--- src/hw/roce_pkg.sv ---
// RoCE shell shared definitions
// Field types for queue pair and transfer metadata, BTH opcodes
// and the default values of the shell parameters

package roce_pkg;

  //////////////////////////////
  // Field types
  //////////////////////////////

  // BTH opcode, byte 0 of the header
  typedef logic [7:0]  opcode_t;
  // Queue pair number, 24 bits as in the BTH
  typedef logic [23:0] qpn_t;
  // Transfer length in bytes
  typedef logic [31:0] len_t;

  //////////////////////////////
  // Opcodes
  //////////////////////////////

  // RC acknowledge
  localparam opcode_t OP_ACK    = 8'h11;
  // RC RDMA read request
  localparam opcode_t OP_RD_REQ = 8'h0C;

  //////////////////////////////
  // Default parameters
  //////////////////////////////

  // Network stream width in bits
  localparam int DATA_W_DEF          = 256;
  // BTH (12 bytes) plus RETH (16 bytes)
  localparam int RD_REQ_BYTES_DEF    = 28;
  // Idle cycles kept between two ACKs on RX
  localparam int ACK_GAP_DEF         = 85;
  // RX buffer depth in beats
  localparam int FIFO_DEPTH_DEF      = 16;
  // Send-queue requests in flight
  localparam int MAX_OUTSTANDING_DEF = 4;

endpackage
--- src/hw/roce_shell.sv ---
// RoCE network shell top level
// Send-queue flow control, RX buffering with ACK gap enforcement,
// and TX read request trimming around an external RoCEv2 engine

`timescale 1ns/1ps

module roce_shell #(
  parameter int DATA_W          = roce_pkg::DATA_W_DEF,
  parameter int FIFO_DEPTH      = roce_pkg::FIFO_DEPTH_DEF,
  parameter int ACK_GAP         = roce_pkg::ACK_GAP_DEF,
  parameter int RD_REQ_BYTES    = roce_pkg::RD_REQ_BYTES_DEF,
  parameter int MAX_OUTSTANDING = roce_pkg::MAX_OUTSTANDING_DEF
) (
  input  logic                  nclk,
  input  logic                  rst_n,
  // User send queue
  input  logic                  sq_valid,
  output logic                  sq_ready,
  input  roce_pkg::qpn_t        sq_qpn,
  input  roce_pkg::len_t        sq_len,
  // Requests to the engine
  output logic                  req_valid,
  input  logic                  req_ready,
  output roce_pkg::qpn_t        req_qpn,
  output roce_pkg::len_t        req_len,
  // Acks from the engine
  input  logic                  eng_ack_valid,
  output logic                  eng_ack_ready,
  input  roce_pkg::qpn_t        eng_ack_qpn,
  input  logic                  eng_ack_last,
  // Acks to the user
  output logic                  ack_valid,
  input  logic                  ack_ready,
  output roce_pkg::qpn_t        ack_qpn,
  output logic                  ack_last,
  // Network RX
  input  logic                  rx_in_valid,
  output logic                  rx_in_ready,
  input  logic [DATA_W-1:0]     rx_in_data,
  input  logic [DATA_W/8-1:0]   rx_in_keep,
  input  logic                  rx_in_last,
  // RX toward the engine
  output logic                  rx_out_valid,
  input  logic                  rx_out_ready,
  output logic [DATA_W-1:0]     rx_out_data,
  output logic [DATA_W/8-1:0]   rx_out_keep,
  output logic                  rx_out_last,
  // TX from the engine
  input  logic                  tx_in_valid,
  output logic                  tx_in_ready,
  input  logic [DATA_W-1:0]     tx_in_data,
  input  logic [DATA_W/8-1:0]   tx_in_keep,
  input  logic                  tx_in_last,
  // Network TX
  output logic                  tx_out_valid,
  input  logic                  tx_out_ready,
  output logic [DATA_W-1:0]     tx_out_data,
  output logic [DATA_W/8-1:0]   tx_out_keep,
  output logic                  tx_out_last
);

  localparam int KEEP_W = DATA_W / 8;

  // FIFO to gap enforcer
  logic              fifo_valid;
  logic              fifo_ready;
  logic [DATA_W-1:0] fifo_data;
  logic [KEEP_W-1:0] fifo_keep;
  logic              fifo_last;

  //////////////////////////////
  // Send queue and acks
  //////////////////////////////

  rdma_flow_ctrl #(
    .MAX_OUTSTANDING (MAX_OUTSTANDING)
  ) i_flow_ctrl (
    .nclk          (nclk),
    .rst_n         (rst_n),
    .sq_valid      (sq_valid),
    .sq_ready      (sq_ready),
    .sq_qpn        (sq_qpn),
    .sq_len        (sq_len),
    .req_valid     (req_valid),
    .req_ready     (req_ready),
    .req_qpn       (req_qpn),
    .req_len       (req_len),
    .eng_ack_valid (eng_ack_valid),
    .eng_ack_ready (eng_ack_ready),
    .eng_ack_qpn   (eng_ack_qpn),
    .eng_ack_last  (eng_ack_last),
    .ack_valid     (ack_valid),
    .ack_ready     (ack_ready),
    .ack_qpn       (ack_qpn),
    .ack_last      (ack_last)
  );

  //////////////////////////////
  // RX path
  //////////////////////////////

  // Buffer first, so the gap stall backs up into the FIFO
  rx_pkt_fifo #(
    .DATA_W     (DATA_W),
    .FIFO_DEPTH (FIFO_DEPTH)
  ) i_rx_fifo (
    .nclk      (nclk),
    .rst_n     (rst_n),
    .in_valid  (rx_in_valid),
    .in_ready  (rx_in_ready),
    .in_data   (rx_in_data),
    .in_keep   (rx_in_keep),
    .in_last   (rx_in_last),
    .out_valid (fifo_valid),
    .out_ready (fifo_ready),
    .out_data  (fifo_data),
    .out_keep  (fifo_keep),
    .out_last  (fifo_last)
  );

  ack_gap_enforcer #(
    .DATA_W  (DATA_W),
    .ACK_GAP (ACK_GAP)
  ) i_ack_gap (
    .nclk      (nclk),
    .rst_n     (rst_n),
    .in_valid  (fifo_valid),
    .in_ready  (fifo_ready),
    .in_data   (fifo_data),
    .in_keep   (fifo_keep),
    .in_last   (fifo_last),
    .out_valid (rx_out_valid),
    .out_ready (rx_out_ready),
    .out_data  (rx_out_data),
    .out_keep  (rx_out_keep),
    .out_last  (rx_out_last)
  );

  //////////////////////////////
  // TX path
  //////////////////////////////

  rd_req_trimmer #(
    .DATA_W       (DATA_W),
    .RD_REQ_BYTES (RD_REQ_BYTES)
  ) i_rd_trim (
    .nclk      (nclk),
    .rst_n     (rst_n),
    .in_valid  (tx_in_valid),
    .in_ready  (tx_in_ready),
    .in_data   (tx_in_data),
    .in_keep   (tx_in_keep),
    .in_last   (tx_in_last),
    .out_valid (tx_out_valid),
    .out_ready (tx_out_ready),
    .out_data  (tx_out_data),
    .out_keep  (tx_out_keep),
    .out_last  (tx_out_last)
  );

endmodule

--- src/hw/rd_req_trimmer.sv ---
// Read request trimmer for the TX path
// Cuts RDMA READ REQUEST packets to their first beat, with keep
// limited to the BTH and RETH, and swallows the rest of the packet

`timescale 1ns/1ps

module rd_req_trimmer #(
  parameter int DATA_W       = 256,
  parameter int RD_REQ_BYTES = 28
) (
  input  logic                  nclk,
  input  logic                  rst_n,
  // Input stream
  input  logic                  in_valid,
  output logic                  in_ready,
  input  logic [DATA_W-1:0]     in_data,
  input  logic [DATA_W/8-1:0]   in_keep,
  input  logic                  in_last,
  // Output stream
  output logic                  out_valid,
  input  logic                  out_ready,
  output logic [DATA_W-1:0]     out_data,
  output logic [DATA_W/8-1:0]   out_keep,
  output logic                  out_last
);

  localparam int KEEP_W = DATA_W / 8;
  // Low RD_REQ_BYTES bytes of a beat
  localparam logic [KEEP_W-1:0] HDR_KEEP = {KEEP_W{1'b1}} >> (KEEP_W - RD_REQ_BYTES);

  typedef enum logic [1:0] {
    ST_FIRST,
    ST_FWD,
    ST_DROP
  } state_t;

  state_t              state;
  roce_pkg::opcode_t   opcode;
  logic                is_rd_req;
  logic                trim;
  logic                xfer;

  assign opcode    = in_data[7:0];
  assign is_rd_req = (opcode == roce_pkg::OP_RD_REQ);
  // Header beat of a read request
  assign trim      = (state == ST_FIRST) & is_rd_req;

  //////////////////////////////
  // Stream path
  //////////////////////////////

  // Drop state accepts everything and shows nothing
  assign out_valid = (state == ST_DROP) ? 1'b0 : in_valid;
  assign in_ready  = (state == ST_DROP) ? 1'b1 : out_ready;
  assign out_data  = in_data;
  assign out_keep  = trim ? (in_keep & HDR_KEEP) : in_keep;
  assign out_last  = trim | in_last;
  assign xfer      = in_valid & in_ready;

  always_ff @(posedge nclk or negedge rst_n) begin
    if (!rst_n) begin
      state <= ST_FIRST;
    end else if (xfer) begin
      case (state)
        ST_FIRST: begin
          // Single-beat packets stay here
          if (!in_last) state <= is_rd_req ? ST_DROP : ST_FWD;
        end
        ST_FWD:   if (in_last) state <= ST_FIRST;
        ST_DROP:  if (in_last) state <= ST_FIRST;
        default:  state <= ST_FIRST;
      endcase
    end
  end

endmodule

--- src/hw/ack_gap_enforcer.sv ---
// ACK gap enforcer for the RX path
// Classifies packets by the opcode of their first beat and holds
// the start of an ACK until the gap after the previous ACK is over

`timescale 1ns/1ps

module ack_gap_enforcer #(
  parameter int DATA_W  = 256,
  parameter int ACK_GAP = 85
) (
  input  logic                  nclk,
  input  logic                  rst_n,
  // Input stream
  input  logic                  in_valid,
  output logic                  in_ready,
  input  logic [DATA_W-1:0]     in_data,
  input  logic [DATA_W/8-1:0]   in_keep,
  input  logic                  in_last,
  // Output stream
  output logic                  out_valid,
  input  logic                  out_ready,
  output logic [DATA_W-1:0]     out_data,
  output logic [DATA_W/8-1:0]   out_keep,
  output logic                  out_last
);

  // Gap counter holds 0 .. ACK_GAP
  localparam int GAP_W = (ACK_GAP < 1) ? 1 : $clog2(ACK_GAP + 1);
  localparam logic [GAP_W-1:0] GAP_LOAD = GAP_W'(ACK_GAP);

  // Position inside the current packet
  typedef enum logic {
    ST_FIRST,
    ST_PKT
  } state_t;

  state_t              state;
  roce_pkg::opcode_t   opcode;
  logic                is_ack;
  logic                pkt_is_ack;
  logic                cur_ack;
  logic [GAP_W-1:0]    gap_cnt;
  logic                hold;
  logic                xfer;

  // BTH starts at byte 0
  assign opcode = in_data[7:0];
  assign is_ack = (opcode == roce_pkg::OP_ACK);

  // ACK flag of the beat on the bus
  assign cur_ack = (state == ST_FIRST) ? is_ack : pkt_is_ack;

  // Stall only the first beat of an ACK while the gap runs
  assign hold = (state == ST_FIRST) & is_ack & (gap_cnt != '0);

  //////////////////////////////
  // Stream path
  //////////////////////////////

  assign out_valid = in_valid & ~hold;
  assign in_ready  = out_ready & ~hold;
  assign out_data  = in_data;
  assign out_keep  = in_keep;
  assign out_last  = in_last;
  assign xfer      = in_valid & in_ready;

  // Packet tracking
  always_ff @(posedge nclk or negedge rst_n) begin
    if (!rst_n) begin
      state      <= ST_FIRST;
      pkt_is_ack <= 1'b0;
    end else if (xfer) begin
      if (state == ST_FIRST) begin
        pkt_is_ack <= is_ack;
        if (!in_last) state <= ST_PKT;
      end else if (in_last) begin
        state <= ST_FIRST;
      end
    end
  end

  // Gap counter reloaded by the last beat of every ACK
  always_ff @(posedge nclk or negedge rst_n) begin
    if (!rst_n) begin
      gap_cnt <= '0;
    end else if (xfer && in_last && cur_ack) begin
      gap_cnt <= GAP_LOAD;
    end else if (gap_cnt != '0) begin
      gap_cnt <= gap_cnt - 1'b1;
    end
  end

endmodule

--- src/hw/rx_pkt_fifo.sv ---
// RX packet buffer
// Circular stream FIFO holding data, keep and last per beat,
// full-rate on both sides with a registered occupancy count

`timescale 1ns/1ps

module rx_pkt_fifo #(
  parameter int DATA_W     = 256,
  parameter int FIFO_DEPTH = 16
) (
  input  logic                  nclk,
  input  logic                  rst_n,
  // Input stream
  input  logic                  in_valid,
  output logic                  in_ready,
  input  logic [DATA_W-1:0]     in_data,
  input  logic [DATA_W/8-1:0]   in_keep,
  input  logic                  in_last,
  // Output stream
  output logic                  out_valid,
  input  logic                  out_ready,
  output logic [DATA_W-1:0]     out_data,
  output logic [DATA_W/8-1:0]   out_keep,
  output logic                  out_last
);

  localparam int KEEP_W = DATA_W / 8;
  // Pointer and count widths
  localparam int AW = (FIFO_DEPTH > 1) ? $clog2(FIFO_DEPTH) : 1;
  localparam int CW = $clog2(FIFO_DEPTH + 1);
  localparam logic [AW-1:0] PTR_LAST = AW'(FIFO_DEPTH - 1);
  localparam logic [CW-1:0] CNT_FULL = CW'(FIFO_DEPTH);

  // Beat storage
  logic [DATA_W-1:0] mem_data [FIFO_DEPTH];
  logic [KEEP_W-1:0] mem_keep [FIFO_DEPTH];
  logic              mem_last [FIFO_DEPTH];

  logic [AW-1:0] wr_ptr;
  logic [AW-1:0] rd_ptr;
  logic [CW-1:0] count;
  logic          wr_en;
  logic          rd_en;

  assign in_ready  = (count != CNT_FULL);
  assign out_valid = (count != '0);
  assign wr_en     = in_valid & in_ready;
  assign rd_en     = out_valid & out_ready;

  // Head of queue straight from storage
  assign out_data = mem_data[rd_ptr];
  assign out_keep = mem_keep[rd_ptr];
  assign out_last = mem_last[rd_ptr];

  always_ff @(posedge nclk) begin
    if (wr_en) begin
      mem_data[wr_ptr] <= in_data;
      mem_keep[wr_ptr] <= in_keep;
      mem_last[wr_ptr] <= in_last;
    end
  end

  // Pointers wrap at depth, not at a power of two
  always_ff @(posedge nclk or negedge rst_n) begin
    if (!rst_n) begin
      wr_ptr <= '0;
      rd_ptr <= '0;
      count  <= '0;
    end else begin
      if (wr_en) wr_ptr <= (wr_ptr == PTR_LAST) ? '0 : wr_ptr + 1'b1;
      if (rd_en) rd_ptr <= (rd_ptr == PTR_LAST) ? '0 : rd_ptr + 1'b1;
      // Occupancy
      case ({wr_en, rd_en})
        2'b10:   count <= count + 1'b1;
        2'b01:   count <= count - 1'b1;
        default: count <= count;
      endcase
    end
  end

endmodule

--- src/hw/rdma_flow_ctrl.sv ---
// Send-queue flow control
// Credit counter limiting requests in flight toward the engine,
// forwarding of engine acks and credit return on the last ack

`timescale 1ns/1ps

module rdma_flow_ctrl #(
  parameter int MAX_OUTSTANDING = 4
) (
  input  logic             nclk,
  input  logic             rst_n,
  // User send queue
  input  logic             sq_valid,
  output logic             sq_ready,
  input  roce_pkg::qpn_t   sq_qpn,
  input  roce_pkg::len_t   sq_len,
  // Requests toward the engine
  output logic             req_valid,
  input  logic             req_ready,
  output roce_pkg::qpn_t   req_qpn,
  output roce_pkg::len_t   req_len,
  // Acks from the engine
  input  logic             eng_ack_valid,
  output logic             eng_ack_ready,
  input  roce_pkg::qpn_t   eng_ack_qpn,
  input  logic             eng_ack_last,
  // Acks toward the user
  output logic             ack_valid,
  input  logic             ack_ready,
  output roce_pkg::qpn_t   ack_qpn,
  output logic             ack_last
);

  // Counter must hold 0 .. MAX_OUTSTANDING
  localparam int CNT_W = $clog2(MAX_OUTSTANDING + 1);
  localparam logic [CNT_W-1:0] CNT_MAX = CNT_W'(MAX_OUTSTANDING);

  logic [CNT_W-1:0] cnt;
  logic             credit_avail;
  logic             req_xfer;
  logic             ack_ret;

  // Room for one more request
  assign credit_avail = (cnt < CNT_MAX);

  //////////////////////////////
  // Request channel
  //////////////////////////////

  // Both sides of the handshake gated by the credit
  assign req_valid = sq_valid & credit_avail;
  assign sq_ready  = req_ready & credit_avail;
  assign req_qpn   = sq_qpn;
  assign req_len   = sq_len;

  //////////////////////////////
  // Ack channel
  //////////////////////////////

  assign ack_valid     = eng_ack_valid;
  assign eng_ack_ready = ack_ready;
  assign ack_qpn       = eng_ack_qpn;
  assign ack_last      = eng_ack_last;

  assign req_xfer = req_valid & req_ready;
  // Only the final ack of a request returns its credit
  assign ack_ret  = ack_valid & ack_ready & ack_last;

  // Outstanding count
  always_ff @(posedge nclk or negedge rst_n) begin
    if (!rst_n) begin
      cnt <= '0;
    end else begin
      case ({req_xfer, ack_ret})
        2'b10: cnt <= cnt + 1'b1;
        // Saturate at zero on a stray ack
        2'b01: if (cnt != '0) cnt <= cnt - 1'b1;
        // Simultaneous, only a stray ack changes the net count
        2'b11: if (cnt == '0) cnt <= cnt + 1'b1;
        default: cnt <= cnt;
      endcase
    end
  end

endmodule

--- config.mk ---
export PLATFORM = sky130hd
export DESIGN_NAME = roce_shell
export DESIGN_NICKNAME = d
export VERILOG_FILES = /design/src/hw/roce_pkg.sv /design/src/hw/roce_shell.sv /design/src/hw/rd_req_trimmer.sv /design/src/hw/ack_gap_enforcer.sv /design/src/hw/rx_pkt_fifo.sv /design/src/hw/rdma_flow_ctrl.sv
export SDC_FILE = /design/constraint.sdc
export NUM_CORES = 2
export LEC_CHECK = 0
export BUFFER_PORTS_ARGS = -buffer_cell sky130_fd_sc_hd__buf_2
export CAP_MARGIN = 10
export CELL_PAD_IN_SITES_DETAIL_PLACEMENT = 0
export CELL_PAD_IN_SITES_GLOBAL_PLACEMENT = 1
export CORE_ASPECT_RATIO = 1.1
export CORE_UTILIZATION = 53
export CTS_CLUSTER_DIAMETER = 100
export DETAILED_ROUTE_END_ITERATION = 6
export PLACE_DENSITY_LB_ADDON = 0.1
export SYNTH_ARGS = -nofsm -noshare
export SYNTH_HDL_FRONTEND = slang
export SYNTH_MEMORY_MAX_BITS = 65536
export SYNTH_SLANG_ARGS = --single-unit
--- constraint.sdc ---
create_clock -name nclk -period 27.4 [get_ports nclk]
set_clock_uncertainty 0.15 [all_clocks]
set_input_delay 2.74 -clock nclk [delete_from_list [all_inputs] [get_ports nclk]]
set_output_delay 2.74 -clock nclk [all_outputs]
set_load 0.005 [all_outputs]
* Word level (Yosys, flattened, before mapping)
Memories as Yosys holds them, arrays and structs flattened. Cells that the tools add are included.
Operators by class: multiplexer cells 19, equality and inequality tests 16, add/subtract/negate cells 7, bitwise operators 16, $lt $le $gt $ge 1, reduce and logical (&&, ||, !) cells 13
Operator list (count):
- $mux 32 | 1
- $mux 7 | 2
- $and 1x1->1 | 13
- $pmux 5 s2 | 1
- $pmux 3 s3 | 1
- $add 4x1->4 const B | 2
- $eq 2x2->1 const B | 4
- $eq 4x4->1 const B | 2
- $eq 8x4->1 const B | 1
- $eq 8x5->1 const B | 1
- $mux 4 | 2
- $reduce_bool 7->1 | 1
- $sub 7x1->7 const B | 1
- $eq 2x1->1 const B | 3
- $mux 1 | 6
- $mux 2 | 3
- $mux 3 | 2
- $ne 2x1->1 const B | 3
- $reduce_and 3->1 | 2
- $reduce_bool 3->1 | 2
- $add 5x1->5 const B | 1
- $ne 5x5->1 const B | 1
- $reduce_bool 5->1 | 1
- $sub 5x1->5 const B | 1
- 12 further kinds | 15
Storage, ports and cells: bits in registers 27, bits in writable memories 4624, word-level logic and storage cells 83, memories kept 3, output and inout bits 667
Memory list:
- i_rx_fifo.mem_data | words 16, width 256, rd ports 1, clocked after Yosys merged registers in 0, wr ports 1, RTL line rx_pkt_fifo.sv:35 | logic [DATA_W-1:0] mem_data [FIFO_DEPTH];
- i_rx_fifo.mem_keep | words 16, width 32, rd ports 1, clocked after Yosys merged registers in 0, wr ports 1, RTL line rx_pkt_fifo.sv:36 | logic [KEEP_W-1:0] mem_keep [FIFO_DEPTH];
- i_rx_fifo.mem_last | words 16, width 1, rd ports 1, clocked after Yosys merged registers in 0, wr ports 1, RTL line rx_pkt_fifo.sv:37 | logic mem_last [FIFO_DEPTH];

* Depth between registers and ports, before layout
An unclocked memory read counts as a cell.
depth after elaboration 10, gate-level depth with buffers 16, gate-level depth less buffers 13

* Modules after synthesis
A second synthesis with hierarchy kept.
Unflattened totals: cells, all modules 8534, area total of the unflattened synthesis 182192.2 sq um
Modules (own cells, without submodules):
- rx_pkt_fifo | times used 1, sequential area each 139178.5 sq um, cells an instance 7774, area an instance 176280.3 sq um
- ack_gap_enforcer | times used 1, sequential area each 225.2 sq um, cells an instance 341, area an instance 2676.3 sq um
- rd_req_trimmer | times used 1, sequential area each 50.0 sq um, cells an instance 308, area an instance 2358.5 sq um
- rdma_flow_ctrl | times used 1, sequential area each 75.1 sq um, cells an instance 111, area an instance 877.1 sq um

* Least setup slack after synthesis
Ideal clock, no wire load.
path type input -> register, start in rx_in_valid, end mem i_rx_fifo.mem_data[3][0] (enable), data arrival time 22.688 ns, path buffers 1, data required time 25.956 ns, path slack 3.268 ns, stages 4, cell sequence and2_1 -> clkbuf_1 -> nand2_1 -> nor3_1
Between the ends: word-level cells in the longest chain between the ends 3
Ends and longest elaborated chain:
- start: declaration | RTL line roce_shell.sv:37 | input logic rx_in_valid,
- $and 1x1->1 | RTL line rx_pkt_fifo.sv:47 | assign wr_en = in_valid & in_ready;
- $mux 1 | RTL line rx_pkt_fifo.sv:56 | if (wr_en) begin
- $mux 1 (implied by the code) | RTL line rx_pkt_fifo.sv:57 | mem_data[wr_ptr] <= in_data;
- end: declaration | RTL line rx_pkt_fifo.sv:35
No other way between the ends.

* Worst setup path in the final report
start reg i_rx_fifo.rd_ptr[0], end out rx_out_data[37]
Between the ends: word-level cells in the longest chain between the ends 1
Ends and longest elaborated chain:
- start: declaration | RTL line rx_pkt_fifo.sv:40 | logic [AW-1:0] rd_ptr;
- start signal: assignment | RTL line rx_pkt_fifo.sv:71 | if (rd_en) rd_ptr <= (rd_ptr == PTR_LAST) ? '0 : rd_ptr + 1'b1;
- $mem_v2 16x256
- end: declaration | RTL line roce_shell.sv:45 | output logic [DATA_W-1:0] rx_out_data,
No other way between the ends.

==> results.sh <==
export IMPL_status="finished clean"
export IMPL_die_width_um=553.7
export IMPL_max_slew_margin_pct=15.31
export IMPL_synth_distinct_cells=50
export IMPL_post_place_ws_ns=17.35
export IMPL_cts_sinks=4651
export IMPL_overflow=0
export IMPL_p_sw_share_pct=28.67
export IMPL_synth_edf_count=4624
export IMPL_viasPerCell=6.371
export IMPL_synth_area_top_cells="edfxtp_1 78%, mux4_2 18%, buf_4 1.6%"
export IMPL_cts_made_buffers=458
export IMPL_nets=8226
export IMPL_cap_violations=0
export IMPL_synth_ff_type="edfxtp_1"
export IMPL_final_hold_violation_count=0
export IMPL_io_buffers=623
export IMPL_grt_pass1_vias=81316
export IMPL_clockPowerShare_pct=30.0
export IMPL_powerDensity_nw_per_um2=104.3
export IMPL_synthArstFlopShare_pct=0.5805
export IMPL_cts_tree="done"
export IMPL_fillers=23216
export IMPL_p_leak_nw=62.34
export IMPL_ys_ff_latch=4651
export IMPL_remaining_drc_errors=0
export IMPL_avgSynthCellArea_um2=25.37
export IMPL_hold_path_class="reg2reg"
export IMPL_p_int_mw=14.76
export IMPL_required_ns=24.51
export IMPL_setup_violations_final=0
export IMPL_rr_worst_depth=15
export IMPL_drtIter0Drc=8609
export IMPL_fin_crit_ns=10.71
export IMPL_clockRootBuffer="clkbuf_16"
export IMPL_num_vias=78681
export IMPL_critPathMaxFanout=47
export IMPL_combPwrFrac_pct=28.0
export IMPL_yosys_area_top_type="edfxtp_1"
export IMPL_grt_max_degree=150
export IMPL_core_region_area_um2=332800
export IMPL_whs_path_depth=1
export IMPL_place_congestion=0.7779
export IMPL_worstMarginPinSlew_ns=1.270
export IMPL_worstPathArrival_ns=7.82
export IMPL_p_switching_mw=5.932
export IMPL_cts_setup_buffers=0
export IMPL_clkLatencyLatePin_ns=0.95
export IMPL_synth_area_um2=177500
export IMPL_yosysSeqAreaShare_pct=78.63
export IMPL_dpl_hpwl_um=247600
export IMPL_syn_nets=7677
export IMPL_ant_nets=0
export IMPL_dp_cells=11451
export IMPL_power_frac_seq_pct=42.0
export IMPL_antenna_found_initial=136
export IMPL_postLayoutSetupSlackWorst_ns=16.69
export IMPL_total_power_mw=20.69
export IMPL_clockBufferDepth=4
export IMPL_wire_per_inst_um=36.69
export IMPL_clk_pin_slew_ns=0.06
export IMPL_report_final_slew_viol_count=0
export IMPL_start_kind="flop"
export IMPL_rsz0062_at_grt="false"
export IMPL_cts_resized=0
export IMPL_ir_drop_uv=87.94
export IMPL_worstSetupPathType="reg2out"
export IMPL_htree_num_levels=5
export IMPL_initial_utilization_pct=53.33
export IMPL_yosys_warnings=0
export IMPL_dr_pass1_iters=5
export IMPL_period_share_pct=39.10
export IMPL_fin_cells=12350
export IMPL_num_rows=222
export IMPL_grt_usage_pct=26.89
export IMPL_tns_ns=0
export IMPL_most_common_layout_cells="4,624 x edfxtp_1, 1,426 x mux4_2, 623 x buf_2"
export IMPL_final_common_cell="edfxtp_1"
export IMPL_die_h_um=608.9
export IMPL_cts_hold_buffers_added=0
export IMPL_die_area_um2=337100
export IMPL_netlist_area_leader_share_pct=78.25
export IMPL_fmax_mhz=93.34
export IMPL_syn_to_final_growth_pct=11.80
export IMPL_holdWs_ns=0.3675
export IMPL_wirelength_um=453100
export IMPL_layout_drive_gt1_share_pct=36.67
export IMPL_syn_inst=6994
export IMPL_worstSetupEndpointType="output pin"
export IMPL_grt_pass1_wl_um=635100
export IMPL_top_level_ports=1336
kinds of logic (layout without fill, tap and decap cells):
family	Yosys count	count (layout)	synth area share [%]
and+or+nand+nor	110	110	0.3095
other	0	57	0
muxes	1454	1454	18.33
adders and majority gates	14	14	0.1072
buffers and inverters	707	1638	2.385
xor gates and xnor gates	13	13	0.06416
AOI/OAI and AO/OA	45	45	0.1721
DFF	4651	4651	78.63
state kept, by name, indices dropped and copies added (netlist names):
register / count
i_ack_gap.gap_cnt: 7
i_ack_gap.pkt_is_ack: 1
i_ack_gap.state: 1
i_flow_ctrl.cnt: 3
i_rd_trim.state: 2
i_rx_fifo.count: 5
i_rx_fifo.mem_data: 4096
i_rx_fifo.mem_keep: 512
i_rx_fifo.mem_last: 16
i_rx_fifo.rd_ptr: 4
i_rx_fifo.wr_ptr: 4
per-stage QoR:
| stage | instance area, um^2 | util (%) |
|---|---|---|
| 6_report | 198400 | 59.62 |
| 5_1_grt | 198300 | 59.58 |
| 4_1_cts | 198200 | 59.58 |
| 3_5_place_dp | 183400 | 55.12 |
| 3_3_place_gp | 183400 | 55.12 |
| 2_1_floorplan | 177500 | - |
power by group through the flow:
| stage | clock [mW] | sequential, mW | combinational [mW] |
|---|---|---|---|
| floorplan | 0 | 9.11 | 3.82 |
| global placement | 0 | 8.82 | 5.89 |
| detailed placement | 0 | 8.85 | 5.92 |
| CTS | 6.31 | 8.71 | 5.93 |
| global route | 6.55 | 8.75 | 6.13 |
| finish | 6.20 | 8.70 | 5.80 |
final timing paths:
check                                     from  slack [ns]             endpoint
hold reg to reg             i_rd_trim.state[0]        0.37   i_rd_trim.state[0]
max in group asynchronous                rst_n       24.93  i_rx_fifo.rd_ptr[3]
setup / recovery           i_rx_fifo.rd_ptr[0]       16.69      rx_out_data[37]
setup reg to reg           i_rx_fifo.rd_ptr[2]       21.46   i_rx_fifo.count[4]
hold / removal              i_rd_trim.state[0]        0.37   i_rd_trim.state[0]
min in group asynchronous                rst_n        1.67   i_flow_ctrl.cnt[2]
cells in the mapped netlist, drive strengths merged, types with 7 or more instances:
cell and number:
o21ai 12, mux4 1433, mux2i 8, nand3 13, xnor2 7, edfxtp 4624
clkbuf 136, a21oi 11, dfrtp 27, inv 10, nand2b 7, mux2 13
buf 561, ha 12, nand2 26, nor3 9, nor2 28
worst max-delay path, stage by stage (launching register included):
cell and delay (ns):
dfrtp_4 0.94, buf_4 0.79, buf_4 0.66, buf_4 0.62
buf_4 0.68, buf_4 0.74, buf_4 0.85, mux4_2 0.61
mux4_2 0.56, buf_2 0.18
layout make-up:
type,count,area [um^2],share of cell area (%)
Antenna cell,57,142.6,0.07190
Multi-Input combinational cell,1636,33800,17.04
Sequential cell,4651,139500,70.34
Tap cell,4368,5465,2.755
Clock buffer,543,11840,5.970
Inverter,10,37.54,0.01892
Timing Repair Buffer,786,4587,2.312
Clock inverter,299,2968,1.496
per-layer routing:
metal | track usage (%) | wire length, um | vias up
li1 | - | - | 31166
met1 | 35.28 | 171100 | 43195
met2 | 42.91 | 219900 | 3410
met3 | 9.523 | 47820 | 818
met4 | 6.884 | 12730 | 92
met5 | 2.446 | 1630 | -
Power figures use the tool's default switching activity.
